<file path="src/include/id_remap_params.svh">
`ifndef ID_REMAP_PARAMS_SVH
`define ID_REMAP_PARAMS_SVH

// width of the original AXI ID as seen on ARID and RID
`define ID_REMAP_ID_WIDTH 4

// rows of the slot matrix
// each bound row belongs to one original ID while any of its columns is busy
`define ID_REMAP_NUM_ROWS 4

// columns per row
// this is how many reads one original ID may have in flight
`define ID_REMAP_NUM_COLS 4

// total capacity is NUM_ROWS times NUM_COLS outstanding reads

`endif

</file>
<file path="src/logic/id_remap_geom_pkg.sv">
`default_nettype none

`include "id_remap_params.svh"

package id_remap_geom_pkg;

    // a single row or column still gets a one bit index
    localparam int row_w = (`ID_REMAP_NUM_ROWS > 1) ? $clog2(`ID_REMAP_NUM_ROWS) : 1;
    localparam int col_w = (`ID_REMAP_NUM_COLS > 1) ? $clog2(`ID_REMAP_NUM_COLS) : 1;

    // original master ID as it arrives with the request
    typedef logic [`ID_REMAP_ID_WIDTH-1:0] orig_id_t;

    // row and column index into the slot matrix
    typedef logic [row_w-1:0] row_idx_t;
    typedef logic [col_w-1:0] col_idx_t;

    // unique tag handed downstream
    // row sits in the upper bits so the tag reads as {row, col}
    typedef struct packed {
        row_idx_t row;
        col_idx_t col;
    } slot_tag_t;

    // one bit per row, set while the row is bound to some ID
    typedef logic [`ID_REMAP_NUM_ROWS-1:0] row_mask_t;

    // one bit per column of a row, set while that slot is outstanding
    typedef logic [`ID_REMAP_NUM_COLS-1:0] col_mask_t;

endpackage

`default_nettype wire

</file>
<file path="src/logic/id_remap_io_pkg.sv">
`default_nettype none

package id_remap_io_pkg;

    import id_remap_geom_pkg::*;

    // allocate request, a plain one cycle strobe with the ID to remap
    typedef struct packed {
        logic     valid;
        orig_id_t id;
    } alloc_req_t;

    // allocate response, combinational in the request cycle
    // tag only means something while grant is high
    typedef struct packed {
        logic      grant;
        slot_tag_t tag;
    } alloc_rsp_t;

    // free request for a tag the requester currently holds
    typedef struct packed {
        logic      valid;
        slot_tag_t tag;
    } free_req_t;

    // free response
    // id is looked up combinationally from the free tag
    // ack follows free valid one cycle later
    typedef struct packed {
        logic     ack;
        orig_id_t id;
    } free_rsp_t;

endpackage

`default_nettype wire

</file>
<file path="src/logic/id_remap_top.sv">
`default_nettype none

`include "id_remap_params.svh"

module id_remap_top (
    input  logic                       clk,
    input  logic                       rst,
    input  id_remap_io_pkg::alloc_req_t alloc_req,
    output id_remap_io_pkg::alloc_rsp_t alloc_rsp,
    input  id_remap_io_pkg::free_req_t  free_req,
    output id_remap_io_pkg::free_rsp_t  free_rsp
);

    import id_remap_geom_pkg::*;

    // allocator decision for this cycle
    logic      grant;
    slot_tag_t tag;
    logic      new_row;

    // registered table state fed back to the allocator
    row_mask_t row_used;
    orig_id_t  row_ids [`ID_REMAP_NUM_ROWS];
    col_mask_t col_used [`ID_REMAP_NUM_ROWS];

    // picks the slot combinationally from the current table state
    slot_allocator allocator_i (
        .alloc_req (alloc_req),
        .row_used  (row_used),
        .row_ids   (row_ids),
        .col_used  (col_used),
        .grant     (grant),
        .tag       (tag),
        .new_row   (new_row)
    );

    // commits allocation and free at the same edge
    slot_table table_i (
        .clk       (clk),
        .rst       (rst),
        .grant     (grant),
        .tag       (tag),
        .new_row   (new_row),
        .alloc_id  (alloc_req.id),
        .free_req  (free_req),
        .row_used  (row_used),
        .row_ids   (row_ids),
        .col_used  (col_used)
    );

    // per slot ID store for the return path
    tag_restore restore_i (
        .clk       (clk),
        .rst       (rst),
        .grant     (grant),
        .tag       (tag),
        .alloc_id  (alloc_req.id),
        .free_req  (free_req),
        .free_rsp  (free_rsp)
    );

    // grant and tag go straight out in the request cycle
    assign alloc_rsp.grant = grant;
    assign alloc_rsp.tag   = tag;

endmodule

`default_nettype wire

</file>
<file path="src/logic/slot_allocator.sv">
`default_nettype none

`include "id_remap_params.svh"

module slot_allocator (
    input  id_remap_io_pkg::alloc_req_t  alloc_req,
    input  id_remap_geom_pkg::row_mask_t row_used,
    input  id_remap_geom_pkg::orig_id_t  row_ids [`ID_REMAP_NUM_ROWS],
    input  id_remap_geom_pkg::col_mask_t col_used [`ID_REMAP_NUM_ROWS],
    output logic                         grant,
    output id_remap_geom_pkg::slot_tag_t tag,
    output logic                         new_row
);

    import id_remap_geom_pkg::*;

    // row already bound to the requested ID
    logic      hit_found;
    row_idx_t  hit_row;

    // lowest row with no binding at all
    logic      free_found;
    row_idx_t  free_row;

    // row we will allocate in and its free columns
    row_idx_t  chosen_row;
    col_mask_t free_cols;

    // lowest free column of the chosen row
    logic      col_found;
    col_idx_t  chosen_col;

    // sticky reuse
    // scan for the lowest used row whose bound ID matches the request
    always_comb begin : hit_search
        hit_found = 1'b0;
        hit_row   = '0;
        for (int r = 0; r < `ID_REMAP_NUM_ROWS; r++) begin
            // first match wins, later rows are ignored
            if (!hit_found && row_used[r] && (row_ids[r] == alloc_req.id)) begin
                hit_found = 1'b1;
                hit_row   = row_idx_t'(r);
            end
        end
    end

    // fallback when the ID owns no row yet
    // lowest index unused row takes priority
    always_comb begin : free_row_search
        free_found = 1'b0;
        free_row   = '0;
        for (int r = 0; r < `ID_REMAP_NUM_ROWS; r++) begin
            if (!free_found && !row_used[r]) begin
                free_found = 1'b1;
                free_row   = row_idx_t'(r);
            end
        end
    end

    // a hit row always beats a fresh row
    // keeps every read of one ID inside one row
    assign chosen_row = hit_found ? hit_row : free_row;

    // invert the used bitmap so a set bit marks a free column
    assign free_cols = ~col_used[chosen_row];

    // priority encode the lowest free column
    always_comb begin : col_search
        col_found  = 1'b0;
        chosen_col = '0;
        for (int c = 0; c < `ID_REMAP_NUM_COLS; c++) begin
            if (!col_found && free_cols[c]) begin
                col_found  = 1'b1;
                chosen_col = col_idx_t'(c);
            end
        end
    end

    // grant needs a request, a row to land in and a free column in that row
    // a full hit row refuses even if other rows are free
    assign grant = alloc_req.valid && (hit_found || free_found) && col_found;

    // tag is {row, col}, driven whether or not the grant is high
    assign tag.row = chosen_row;
    assign tag.col = chosen_col;

    // table must bind the row to the ID only when it was not a hit
    assign new_row = !hit_found;

endmodule

`default_nettype wire

</file>
<file path="src/logic/slot_table.sv">
`default_nettype none

`include "id_remap_params.svh"

module slot_table (
    input  logic                          clk,
    input  logic                          rst,
    input  logic                          grant,
    input  id_remap_geom_pkg::slot_tag_t  tag,
    input  logic                          new_row,
    input  id_remap_geom_pkg::orig_id_t   alloc_id,
    input  id_remap_io_pkg::free_req_t    free_req,
    output id_remap_geom_pkg::row_mask_t  row_used,
    output id_remap_geom_pkg::orig_id_t   row_ids [`ID_REMAP_NUM_ROWS],
    output id_remap_geom_pkg::col_mask_t  col_used [`ID_REMAP_NUM_ROWS]
);

    import id_remap_geom_pkg::*;

    // next state of the bindings and bitmaps
    row_mask_t row_used_d;
    orig_id_t  row_ids_d [`ID_REMAP_NUM_ROWS];
    col_mask_t col_used_d [`ID_REMAP_NUM_ROWS];

    // slot addressed by the free request
    row_idx_t  rel_row;
    col_idx_t  rel_col;

    assign rel_row = free_req.tag.row;
    assign rel_col = free_req.tag.col;

    // allocation is applied first, free second
    // so a row is released only if it ends up empty after both
    always_comb begin : next_state
        // hold by default
        row_used_d = row_used;
        for (int r = 0; r < `ID_REMAP_NUM_ROWS; r++) begin
            row_ids_d[r]  = row_ids[r];
            col_used_d[r] = col_used[r];
        end

        // allocation commit
        if (grant) begin
            // occupy the granted column
            col_used_d[tag.row][tag.col] = 1'b1;
            // a fresh row gets bound to the requesting ID
            if (new_row) begin
                row_used_d[tag.row] = 1'b1;
                row_ids_d[tag.row]  = alloc_id;
            end
        end

        // free commit
        if (free_req.valid) begin
            col_used_d[rel_row][rel_col] = 1'b0;
            // last busy column gone, row goes back to the free pool
            if (col_used_d[rel_row] == '0) begin
                row_used_d[rel_row] = 1'b0;
                row_ids_d[rel_row]  = '0;
            end
        end
    end

    // state registers
    // visible to the allocator one cycle after the commit inputs
    always_ff @(posedge clk) begin
        if (rst) begin
            // everything empty, all rows free
            row_used <= '0;
            for (int r = 0; r < `ID_REMAP_NUM_ROWS; r++) begin
                row_ids[r]  <= '0;
                col_used[r] <= '0;
            end
        end else begin
            row_used <= row_used_d;
            for (int r = 0; r < `ID_REMAP_NUM_ROWS; r++) begin
                row_ids[r]  <= row_ids_d[r];
                col_used[r] <= col_used_d[r];
            end
        end
    end

endmodule

`default_nettype wire

</file>
<file path="src/logic/tag_restore.sv">
`default_nettype none

`include "id_remap_params.svh"

module tag_restore (
    input  logic                         clk,
    input  logic                         rst,
    input  logic                         grant,
    input  id_remap_geom_pkg::slot_tag_t tag,
    input  id_remap_geom_pkg::orig_id_t  alloc_id,
    input  id_remap_io_pkg::free_req_t   free_req,
    output id_remap_io_pkg::free_rsp_t   free_rsp
);

    import id_remap_geom_pkg::*;

    // original ID per slot, indexed [row][col]
    orig_id_t tag_mem [`ID_REMAP_NUM_ROWS][`ID_REMAP_NUM_COLS];

    // free valid delayed by one cycle
    logic     ack_q;

    // write side
    // a grant records which ID now owns the slot
    always_ff @(posedge clk) begin
        if (rst) begin
            for (int r = 0; r < `ID_REMAP_NUM_ROWS; r++) begin
                for (int c = 0; c < `ID_REMAP_NUM_COLS; c++) begin
                    tag_mem[r][c] <= '0;
                end
            end
        end else if (grant) begin
            // entries left behind by a free stay until the slot is reused
            tag_mem[tag.row][tag.col] <= alloc_id;
        end
    end

    // acknowledge is a one cycle pulse after each free
    always_ff @(posedge clk) begin
        if (rst) begin
            ack_q <= 1'b0;
        end else begin
            ack_q <= free_req.valid;
        end
    end

    // read side
    // restore is a plain lookup on the free tag, no valid qualification
    assign free_rsp.id  = tag_mem[free_req.tag.row][free_req.tag.col];
    assign free_rsp.ack = ack_q;

endmodule

`default_nettype wire

</file>
<file path="config.mk">
export PLATFORM = sky130hd
export DESIGN_NAME = id_remap_top
export DESIGN_NICKNAME = d
export VERILOG_FILES = /design/src/logic/id_remap_geom_pkg.sv /design/src/logic/id_remap_io_pkg.sv /design/src/logic/id_remap_top.sv /design/src/logic/slot_allocator.sv /design/src/logic/slot_table.sv /design/src/logic/tag_restore.sv
export VERILOG_INCLUDE_DIRS = /design/src /design/src/include
export SDC_FILE = /design/constraint.sdc
export NUM_CORES = 1
export LEC_CHECK = 0
export BUFFER_PORTS_ARGS = -buffer_cell sky130_fd_sc_hd__clkbuf_2
export CORE_ASPECT_RATIO = 0.7
export CORE_UTILIZATION = 50
export DETAILED_ROUTE_END_ITERATION = 16
export GPL_TIMING_DRIVEN = 0
export PLACE_DENSITY = 0.7
export SYNTH_ARGS = -nofsm -noshare
export SYNTH_HDL_FRONTEND = slang
export SYNTH_SLANG_ARGS = --single-unit
</file>
<file path="constraint.sdc">
create_clock -name clk -period 8.35 [get_ports clk]
set_clock_uncertainty 0.15 [all_clocks]
set_input_delay 0.835 -clock clk [delete_from_list [all_inputs] [get_ports clk]]
set_output_delay 0.835 -clock clk [all_outputs]
set_load 0.01 [all_outputs]
</file>
==> metrics.yaml, run 1 <==
finalHoldViolCount: 0
number_of_antenna_violations_at_the_first_check_in_global_routing: 0
cts-resized-gates: 0
cts_hold_buf: 0
pin_count_of_the_biggest_net_entering_global_routing: 18
number_of_nets_still_failing_antenna_checks_after_routing: 0
clkSinkCount: 101
synth_enable_flop_cells: 64
cts_root_buf: "clkbuf_16"
setup_total_negative_slack_ns: 0
final-seq-area_sq_um: 2660
die-area_sq_um: 11700
synth_largest_area_cell: "edfxtp_1"
worstHoldPathCells: 1
post_cts_buffers: 0
arrival_time_worst_endpoint_ns: 4.49
crit_path_start_kind: "input pin"
synth_cell_types: 71
worst-slew-pin-transition_ns: 1.04
holdCritPathClass: "reg2reg"
yosysSeqAreaShare_pct: 47.4
post_route_cells_drive_above_1_share_pct: 18.9
detail_route.wl_per_cell_um: 23.3
synth-warning-count: 0
io_pins: 22
layout.cells.most_common_list: "edfxtp_1 (64), and3_1 (54), dfxtp_1 (37), clkbuf_1 (29), nand2_1 (29)"
synthDominantCellAreaShare_pct: 34.2
total_grt_usage_pct: 28.6
p_int_uw: 873
multiInputGateArea_sq_um: 2690
drcViolationCount: 0
synth.avg_cell_area_sq_um: 11.3
detailed_place_hpwl_um: 12100
rsz_0062_raised_after_global_routing: "false"
clock_insertion_delay_worst_skew_ns: 0.36
comb_power_share_pct: 13.3
timing.slew.headroom_pct: 30.1
grt_pass1_vias: 4041
netSwitchingFraction_pct: 25.5
layout.filler_cells: 898
number_of_setup_violations_in_the_final_report: 0
synth.ff_latch_count: 101
die_x_um: 129
power_frac_clock_pct: 39.1
drt_first_pass_iters: 6
cts_tree: "yes"
design_area_sq_um: 6230
setup.worst_path.class: "in2out"
fin_util_pct: 58.6
clk_pin_slew_ns: 0.06
yosys_most_used_dff: "edfxtp_1"
placement.cell_area_sq_um: 5890
grt_overflow_total: 0
placement.io_buffers: 18
floorplan.rows: 31
cp_endpoint_kind: "output pin"
grt_pass1_wl_um: 24200
fmax_mhz: 183
coreArea_sq_um: 10600
num_vias: 4398
area_growth_pct: 11.0
fin_crit_sh_pct: 65.5
power_leakage_uw: 0.00244
routabilityCongestion: 0.925
timing.critical_path.required_ns: 7.36
detailedRoute.firstIterationViolations: 587
maxCapViolCount: 0
slew_violations: 0
power_frac_seq_pct: 47.6
layout_min_cycle_time_ns: 5.47
postSynthNetCount: 507
layout.nets: 536
antenna-diode-count: 0
number_of_cells_on_the_worst_reg_to_reg_path: 10
routed_wirelength_um: 15800
htree_levels: 3
worst_ir_drop_vdd_mv: 0.135
p_per_area_nw_per_um2: 188
most_frequent_standard_cell_in_the_layout_excluding_fill_and_tap_cells: "edfxtp_1"
netlist_area_sq_um: 5610
power_switching_uw: 299
synth.area.top_cells: "edfxtp_1 (34%), dfxtp_1 (13%), mux4_2 (8.0%)"
synth-async-reset-ratio_pct: 0
die_height_um: 90.6
cts_inserted_buffers: 9
initial_core_util_pct: 52.8
critical_path_peak_fanout: 10
syn-instance-count: 495
outcome: "finished, final reports clean"
clock_tree.buffer_depth: 2
post_drt_via_cell_ratio: 6.50
## cell families after synthesis
| logic type | Yosys count | synth area share, % |
|---|---|---|
| AND/OR/NAND/NOR | 190 | 20.6 |
| flip-flops | 101 | 47.4 |
| AO/OA/AOI/OAI | 94 | 14.2 |
| buffers and inverters | 60 | 4.62 |
| multiplexers | 37 | 11.1 |
| XOR/XNOR | 13 | 2.03 |
## power groups by stage
stage | clock network (uW) | registers [uW] | logic (uW)
final | 458 | 558 | 155
after global routing | 478 | 559 | 166
after CTS | 458 | 558 | 152
after detailed placement | 0 | 569 | 152
after global placement | 0 | 568 | 149
after floorplan | 0 | 565 | 106
## critical path, cell delays in order
cell and delay [ns]:
clkbuf_2 0.09, buf_2 0.21, xor2_1 0.19, nor3_1 0.35, nand3_1 0.19, clkbuf_1 0.28
a31oi_1 0.34, nor3_1 0.15, or3_1 0.45, buf_2 0.24, nor3_2 0.47, clkbuf_1 0.38
or2_2 0.18, clkbuf_2 0.12
## sequential cells by signal, indices dropped and copies added, names as in the netlist
name / flops
restore_i.ack_q: 1
restore_i.tag_mem: 64
table_i.col_used: 16
table_i.row_ids: 16
table_i.row_used: 4
## routing by layer
| metal | wire length, um | track usage, % |
|---|---|---|
| met1 | 7110 | 44.7 |
| met2 | 6640 | 39.1 |
| met3 | 1950 | 8.18 |
| met4 | 117 | 5.49 |
| met5 | 0 | 0 |
## synth_stat cells (3+ instances only)
| master | count |
|---|---|
| a211oi_1 | 15 |
| a21o_1 | 3 |
| a21oi_1 | 19 |
| a221o_1 | 3 |
| a221oi_1 | 5 |
| a31oi_1 | 6 |
| and2_1 | 10 |
| and3_1 | 54 |
| buf_1 | 4 |
| buf_2 | 8 |
| clkbuf_1 | 29 |
| dfxtp_1 | 37 |
| edfxtp_1 | 64 |
| inv_1 | 14 |
| mux2i_1 | 17 |
| mux4_2 | 20 |
| nand2_1 | 29 |
| nand2b_1 | 7 |
| nand3_1 | 6 |
| nand3b_1 | 3 |
| nor2_1 | 20 |
| nor2b_1 | 7 |
| nor3_1 | 11 |
| nor3b_1 | 12 |
| nor4_4 | 3 |
| o21a_1 | 3 |
| o21ai_0 | 8 |
| o311ai_2 | 3 |
| or2_2 | 9 |
| or3_1 | 4 |
| xor2_1 | 11 |
## area by class of cell
type                    count  area share (%)
flip-flops and latches    101            42.8
repair buffers             18            1.45
well taps                 148            2.97
inverters                  14           0.844
plain buffers              46            3.32
multi-input cells         334            43.2
clock buffers              13            5.04
clock inverters             3           0.422
## metrics by stage
| step | total power, uW | hold WS, ns | setup WS (ns) | cells |
|---|---|---|---|---|
| after floorplan | 671 | 0.315 | 3.94 | 495 |
| after global placement | 716 | 0.336 | 3.04 | 661 |
| after detailed placement | 720 | 0.341 | 3.03 | 661 |
| after CTS | 1170 | 0.356 | 3.02 | 677 |
| after global routing | 1200 | 0.379 | 2.70 | 677 |
| final | 1170 | 0.361 | 2.88 | 677 |
## worst paths after layout
check	from	end	slack, ns
worst max-delay path	alloc_req[3]	alloc_rsp[1]	2.88
worst min-delay path	table_i.col_used[1]	table_i.col_used[1]	0.36
worst max register to register	table_i.row_used[0]	restore_i.tag_mem[3][10]	4.10
worst min register to register	table_i.col_used[1]	table_i.col_used[1]	0.36
Power figures use the tool's default switching activity.
==> run 2, diff against run 1 <==
Settings changed: PLACE_DENSITY 0.7 to 0.72.
Clock period 8.35 ns to 4.8 ns, I/O delays scaled along.
==> run 2 against run 1 <==
Combinational power is 77% higher. Critical endpoint is now alloc_rsp[0]. Critical path type is now reg2out. Utilization shrank 0.094 points. Global-route usage increased by 0.76 points. Highest routed layer unchanged. Setup slack got worse by 2.6 ns. Non-clock buffer count unchanged. Largest power group unchanged. Register-to-register slack lost 3.6 ns. Clock power increased by 71%.
==> metrics.yaml, run 2 (synthesis gave the netlist of run 1 again) <==
outcome: "finished, final reports clean"
most_frequent_standard_cell_in_the_layout_excluding_fill_and_tap_cells: "edfxtp_1"
number_of_antenna_violations_at_the_first_check_in_global_routing: 0  # unchanged
area_growth_pct: 10.8
detailed_place_hpwl_um: 12200  # +0.91%
clock_insertion_delay_worst_skew_ns: 0.35  # about the same
critical_path_peak_fanout: 10  # unchanged
layout.cells.most_common_list: "edfxtp_1 (64), and3_1 (54), dfxtp_1 (37), clkbuf_1 (29), nand2_1 (29)"
highest_delay_cell_along_the_critical_path: "a211oi_1"
total_grt_usage_pct: 29.4  # +0.76 points
die_height_um: 90.6  # unchanged
rsz_0062_raised_after_global_routing: "false"
crit_path_start_kind: "flop"
worst_ir_drop_vdd_mv: 0.263  # +95%
maxCapViolCount: 0  # unchanged
grt_pass1_wl_um: 24800  # +2.7%
fin_crit_sh_pct: 94.4
arrival_time_worst_endpoint_ns: 3.90  # -0.59 ns
layout_min_cycle_time_ns: 4.53
finalHoldViolCount: 0  # unchanged
timing.critical_path.required_ns: 4.17  # -3.19 ns
pin_count_of_the_biggest_net_entering_global_routing: 17  # -1
cp_cell_sequence: "inv_1, a2111o_1, nor4_1, buf_2, nor2_1, a32o_1, a211oi_1, buf_2, or2_2, clkbuf_2"
hold_slack_ns: 0.294  # -0.0668 ns
largest_register_ffs: 64  # unchanged
detailedRoute.firstIterationViolations: 497  # -15%
worst-slew-pin-transition_ns: 1.02  # -0.0172 ns
io_pins: 22  # unchanged
post_drt_via_cell_ratio: 6.54  # +0.60%
worst_path_most_repeated_cell: "buf_2"
layout.nets: 536  # unchanged
number_of_nets_still_failing_antenna_checks_after_routing: 0  # unchanged
clk_pin_slew_ns: 0.07  # about the same
post_route_cells_drive_above_1_share_pct: 18.7  # -0.19 points
cp_endpoint_kind: "output pin"
report.power.total_uw: 2030  # +73%
number_of_setup_violations_in_the_final_report: 0  # unchanged
placement.io_buffers: 18  # unchanged
setup_total_negative_slack_ns: 0  # unchanged
routed_wirelength_um: 16200  # +2.8%
initial_core_util_pct: 52.8  # unchanged
die-area_sq_um: 11700  # unchanged
power_leakage_uw: 0.00243  # -0.50%
cts_inserted_buffers: 9  # unchanged
reg.largest.list: "restore_i.tag_mem: 64 flops, table_i.col_used: 16 flops, table_i.row_ids: 16 flops"
htree_levels: 3  # unchanged
slew_violations: 0  # unchanged
regMostFlops: "restore_i.tag_mem"
detail_route.wl_per_cell_um: 24.0  # +2.6%
critical_path.top_delay_family: "compound AO/OA/AOI/OAI gates"
path_buf_inv: 4  # -2
grt_overflow_total: 0  # unchanged
timing.slew.headroom_pct: 31.2  # +1.2 points
die_x_um: 129  # unchanged
holdCritPathClass: "in2reg"
setup.worst_path.class: "reg2out"
floorplan.rows: 31  # unchanged
cts_root_buf: "clkbuf_16"
post_cts_buffers: 0  # unchanged
num_vias: 4431  # +0.75%
clkSinkCount: 101  # unchanged
crit_path_max_cell_delay_ns: 0.72  # +0.25 ns
clock_tree.buffer_depth: 2  # unchanged
cts_tree: "yes"
fmax_mhz: 221
coreArea_sq_um: 10600  # unchanged
grt_pass1_vias: 4169  # +3.2%
p_per_area_nw_per_um2: 326  # +73%
layout.filler_cells: 883  # -1.7%
drcViolationCount: 0  # unchanged
routabilityCongestion: 0.943  # +1.9%
drt_first_pass_iters: 5  # -1
==> run 2: worst reg2reg max path: cells and delay by family (launching register included) <==
| kind | cells | cell delay [ns] |
|---|---|---|
| buf+inv | 3 | 0.80 |
| simple gates | 4 | 1.34 |
| flops | 1 | 0.37 |
| compound gates | 3 | 1.48 |
==> run 2: timing repair <==
action	CTS	global route
resized for setup	0	4
hold buffers	0	0
setup endpoints to repair	0	2
==> run 2: final cells by class <==
type / instances / area, sq um / share of cell area [%]
Antenna cell: 1 / 2.50 / 0.0402
Buffer: 46 / 208 / 3.34
Clock buffer: 10 / 229 / 3.68
Clock inverter: 6 / 85.1 / 1.37
Inverter: 14 / 52.6 / 0.845
Multi-Input combinational cell: 334 / 2700 / 43.5
Sequential cell: 101 / 2660 / 42.8
Tap cell: 148 / 185 / 2.98
Timing Repair Buffer: 18 / 90.1 / 1.45
==> run 2: routing by layer <==
layer	global-route usage (%)	wire, um	share of wire [%]
met1	43.5	7320	45
met2	40.9	6760	42
met3	9.89	1970	12
met4	7.35	183	1.1
met5	0	0	0
==> run 2: path summary, 6_finish.rpt <==
kind	depth (start not counted)	start	slack [ns]	end
max	10	table_i.row_used[0]	0.27	alloc_rsp[0]
min	2	free_req[4]	0.29	restore_i.ack_q
max reg2reg	10	table_i.row_used[0]	0.55	restore_i.tag_mem[3][8]
min reg2reg	1	table_i.col_used[1]	0.35	table_i.col_used[1]
==> run 2: per-stage QoR <==
| step | area, sq um | setup slack [ns] | utilization [%] | std cells |
|---|---|---|---|---|
| 2_1_floorplan | 5610 | 1.09 | - | 495 |
| 3_3_place_gp | 5890 | 0.154 | 55.4 | 661 |
| 3_5_place_dp | 5890 | 0.114 | 55.4 | 661 |
| 4_1_cts | 6200 | 0.113 | 58.3 | 677 |
| 5_1_grt | 6210 | 0.0972 | 58.5 | 677 |
| 6_report | 6220 | 0.270 | 58.5 | 678 |
==> run 2: where the power goes <==
part           total [uW]  internal [uW]  switching [uW]
logic                 274           97.8             176
clock network         781            457             324
registers             970            955            15.0
total                2030           1510             516
==> run 3, diff against run 2 <==
Settings changed: CTS_BUF_LIST from default to sky130_fd_sc_hd__clkbuf_16.
==> run 3 against run 2 <==
Sequential power about the same. Count of clock-buffer cells in the layout fell by 1. Clock power decreased by 0.5%. Cell area unchanged. Setup slack better by 0.011 ns. First-iteration DRC count fell by 0.80%.
==> metrics.yaml, run 3 (synthesis gave the netlist of run 1 again) <==
outcome: "finished, final reports clean"
clkSinkCount: 101  # unchanged
pin_count_of_the_biggest_net_entering_global_routing: 17  # unchanged
area_growth_pct: 10.8  # unchanged
num_vias: 4431  # unchanged
setup_total_negative_slack_ns: 0  # unchanged
grt_pass1_vias: 4169  # unchanged
setup.worst_path.class: "reg2out"
post_cts_buffers: 0  # unchanged
most_frequent_standard_cell_in_the_layout_excluding_fill_and_tap_cells: "edfxtp_1"
detailed_place_hpwl_um: 12200  # unchanged
grt_overflow_total: 0  # unchanged
post_drt_via_cell_ratio: 6.54  # unchanged
number_of_antenna_violations_at_the_first_check_in_global_routing: 0  # unchanged
routabilityCongestion: 0.943  # unchanged
worst_path_most_repeated_cell: "buf_2"
critical_path_peak_fanout: 10  # unchanged
clock_insertion_delay_worst_skew_ns: 0.35  # about the same
worst_ir_drop_vdd_mv: 0.264  # about the same
post_route_cells_drive_above_1_share_pct: 18.7  # unchanged
layout_min_cycle_time_ns: 4.52  # -0.0107 ns
highest_delay_cell_along_the_critical_path: "a211oi_1"
fin_crit_sh_pct: 94.1  # -0.22 points
hold_slack_ns: 0.294  # +0.0000180 ns
initial_core_util_pct: 52.8  # unchanged
largest_register_ffs: 64  # unchanged
number_of_setup_violations_in_the_final_report: 0  # unchanged
finalHoldViolCount: 0  # unchanged
power_frac_clock_pct: 38.4  # -0.2 points
clk_pin_slew_ns: 0.07  # about the same
slew_violations: 0  # unchanged
layout.nets: 536  # unchanged
grt_pass1_wl_um: 24800  # unchanged
crit_path_max_cell_delay_ns: 0.72  # about the same
reg.largest.list: "restore_i.tag_mem: 64 flops, table_i.col_used: 16 flops, table_i.row_ids: 16 flops"
floorplan.rows: 31  # unchanged
clock_tree.buffer_depth: 2  # unchanged
arrival_time_worst_endpoint_ns: 3.89  # about the same
io_pins: 22  # unchanged
routed_wirelength_um: 16200  # -0.10%
coreArea_sq_um: 10600  # unchanged
detailedRoute.firstIterationViolations: 493  # -0.80%
layout.cells.most_common_list: "edfxtp_1 (64), and3_1 (54), dfxtp_1 (37), nand2_1 (29), clkbuf_1 (28)"
drcViolationCount: 0  # unchanged
comb_power_share_pct: 13.6  # about the same
htree_levels: 3  # unchanged
worst-slew-pin-transition_ns: 1.02  # -0.0000000894 ns
power_switching_uw: 513  # -0.47%
die_x_um: 129  # unchanged
power_frac_seq_pct: 48.0  # about the same
netSwitchingFraction_pct: 25.4  # -0.062 points
timing.critical_path.required_ns: 4.17  # about the same
regMostFlops: "restore_i.tag_mem"
holdCritPathClass: "in2reg"
placement.io_buffers: 18  # unchanged
die-area_sq_um: 11700  # unchanged
cts_tree: "yes"
detail_route.wl_per_cell_um: 23.9  # -0.10%
cts_root_buf: "clkbuf_16"
die_height_um: 90.6  # unchanged
p_per_area_nw_per_um2: 325  # -0.23%
number_of_nets_still_failing_antenna_checks_after_routing: 0  # unchanged
power_leakage_uw: 0.00243  # +0.17%
drt_first_pass_iters: 5  # unchanged
total_grt_usage_pct: 29.4  # unchanged
cp_endpoint_kind: "output pin"
crit_path_start_kind: "flop"
fmax_mhz: 221  # +0.24%
timing.slew.headroom_pct: 31.2  # unchanged
cts_inserted_buffers: 9  # unchanged
cp_cell_sequence: "inv_1, a2111o_1, nor4_1, buf_2, nor2_1, a32o_1, a211oi_1, buf_2, or2_2, clkbuf_2"
maxCapViolCount: 0  # unchanged
p_int_uw: 1510  # -0.15%
rsz_0062_raised_after_global_routing: "false"
[run 3: worst paths after layout]
path	from	to	slack, ns	cells past startpoint
setup / recovery	table_i.row_used[0]	alloc_rsp[0]	0.28	10
setup reg to reg	table_i.row_used[0]	restore_i.tag_mem[3][8]	0.55	10
hold / removal	free_req[4]	restore_i.ack_q	0.29	2
hold reg to reg	table_i.col_used[1]	table_i.col_used[1]	0.35	1
[run 3: final cells by class]
cell class / instances / area [sq um]
well taps: 148 / 185
fillers: 883 / 4410
flip-flops and latches: 101 / 2660
inverters: 14 / 52.6
clock buffers: 9 / 225
multi-input cells: 334 / 2700
clock inverters: 7 / 88.8
plain buffers: 46 / 208
diodes: 1 / 2.50
repair buffers: 18 / 90.1
[run 3: power by group through the flow]
stage / combinational [uW] / clock [uW] / sequential (uW)
2_1_floorplan: 184 / 0 / 983
3_3_place_gp: 260 / 0 / 988
3_5_place_dp: 265 / 0 / 989
4_1_cts: 266 / 779 / 970
5_1_grt: 292 / 812 / 973
6_report: 274 / 777 / 970
[run 3: timing repair]
action                     in CTS  in global routing
setup endpoints to repair       0                  2
gates resized for setup         0                  4
hold buffers                    0                  0
[run 3: through the flow]
step	utilization [%]	total power, uW	cell area (sq um)	setup WS (ns)	instances
floorplan	-	1170	5610	1.09	495
global placement	55.4	1250	5890	0.154	661
detailed placement	55.4	1250	5890	0.114	661
CTS	58.3	2020	6200	0.113	677
global route	58.5	2080	6210	0.0972	677
finish	58.5	2020	6220	0.281	678
[run 3: routing by layer]
metal / wire length (um) / part of all wire [%] / global-route usage [%] / vias up
li1: - / - / - / 1953
met1: 7290 / 45 / 43.5 / 2167
met2: 6720 / 41 / 40.9 / 291
met3: 2010 / 12 / 9.89 / 20
met4: 199 / 1.2 / 7.35 / 0
met5: 0 / 0 / 0 / -
[run 3: critical path, delay by kind of cell, from the launching register on]
family	cells	cell delay, ns
flops	1	0.37
simple gates	3	0.78
compound gates	3	1.48
buf+inv	4	0.92
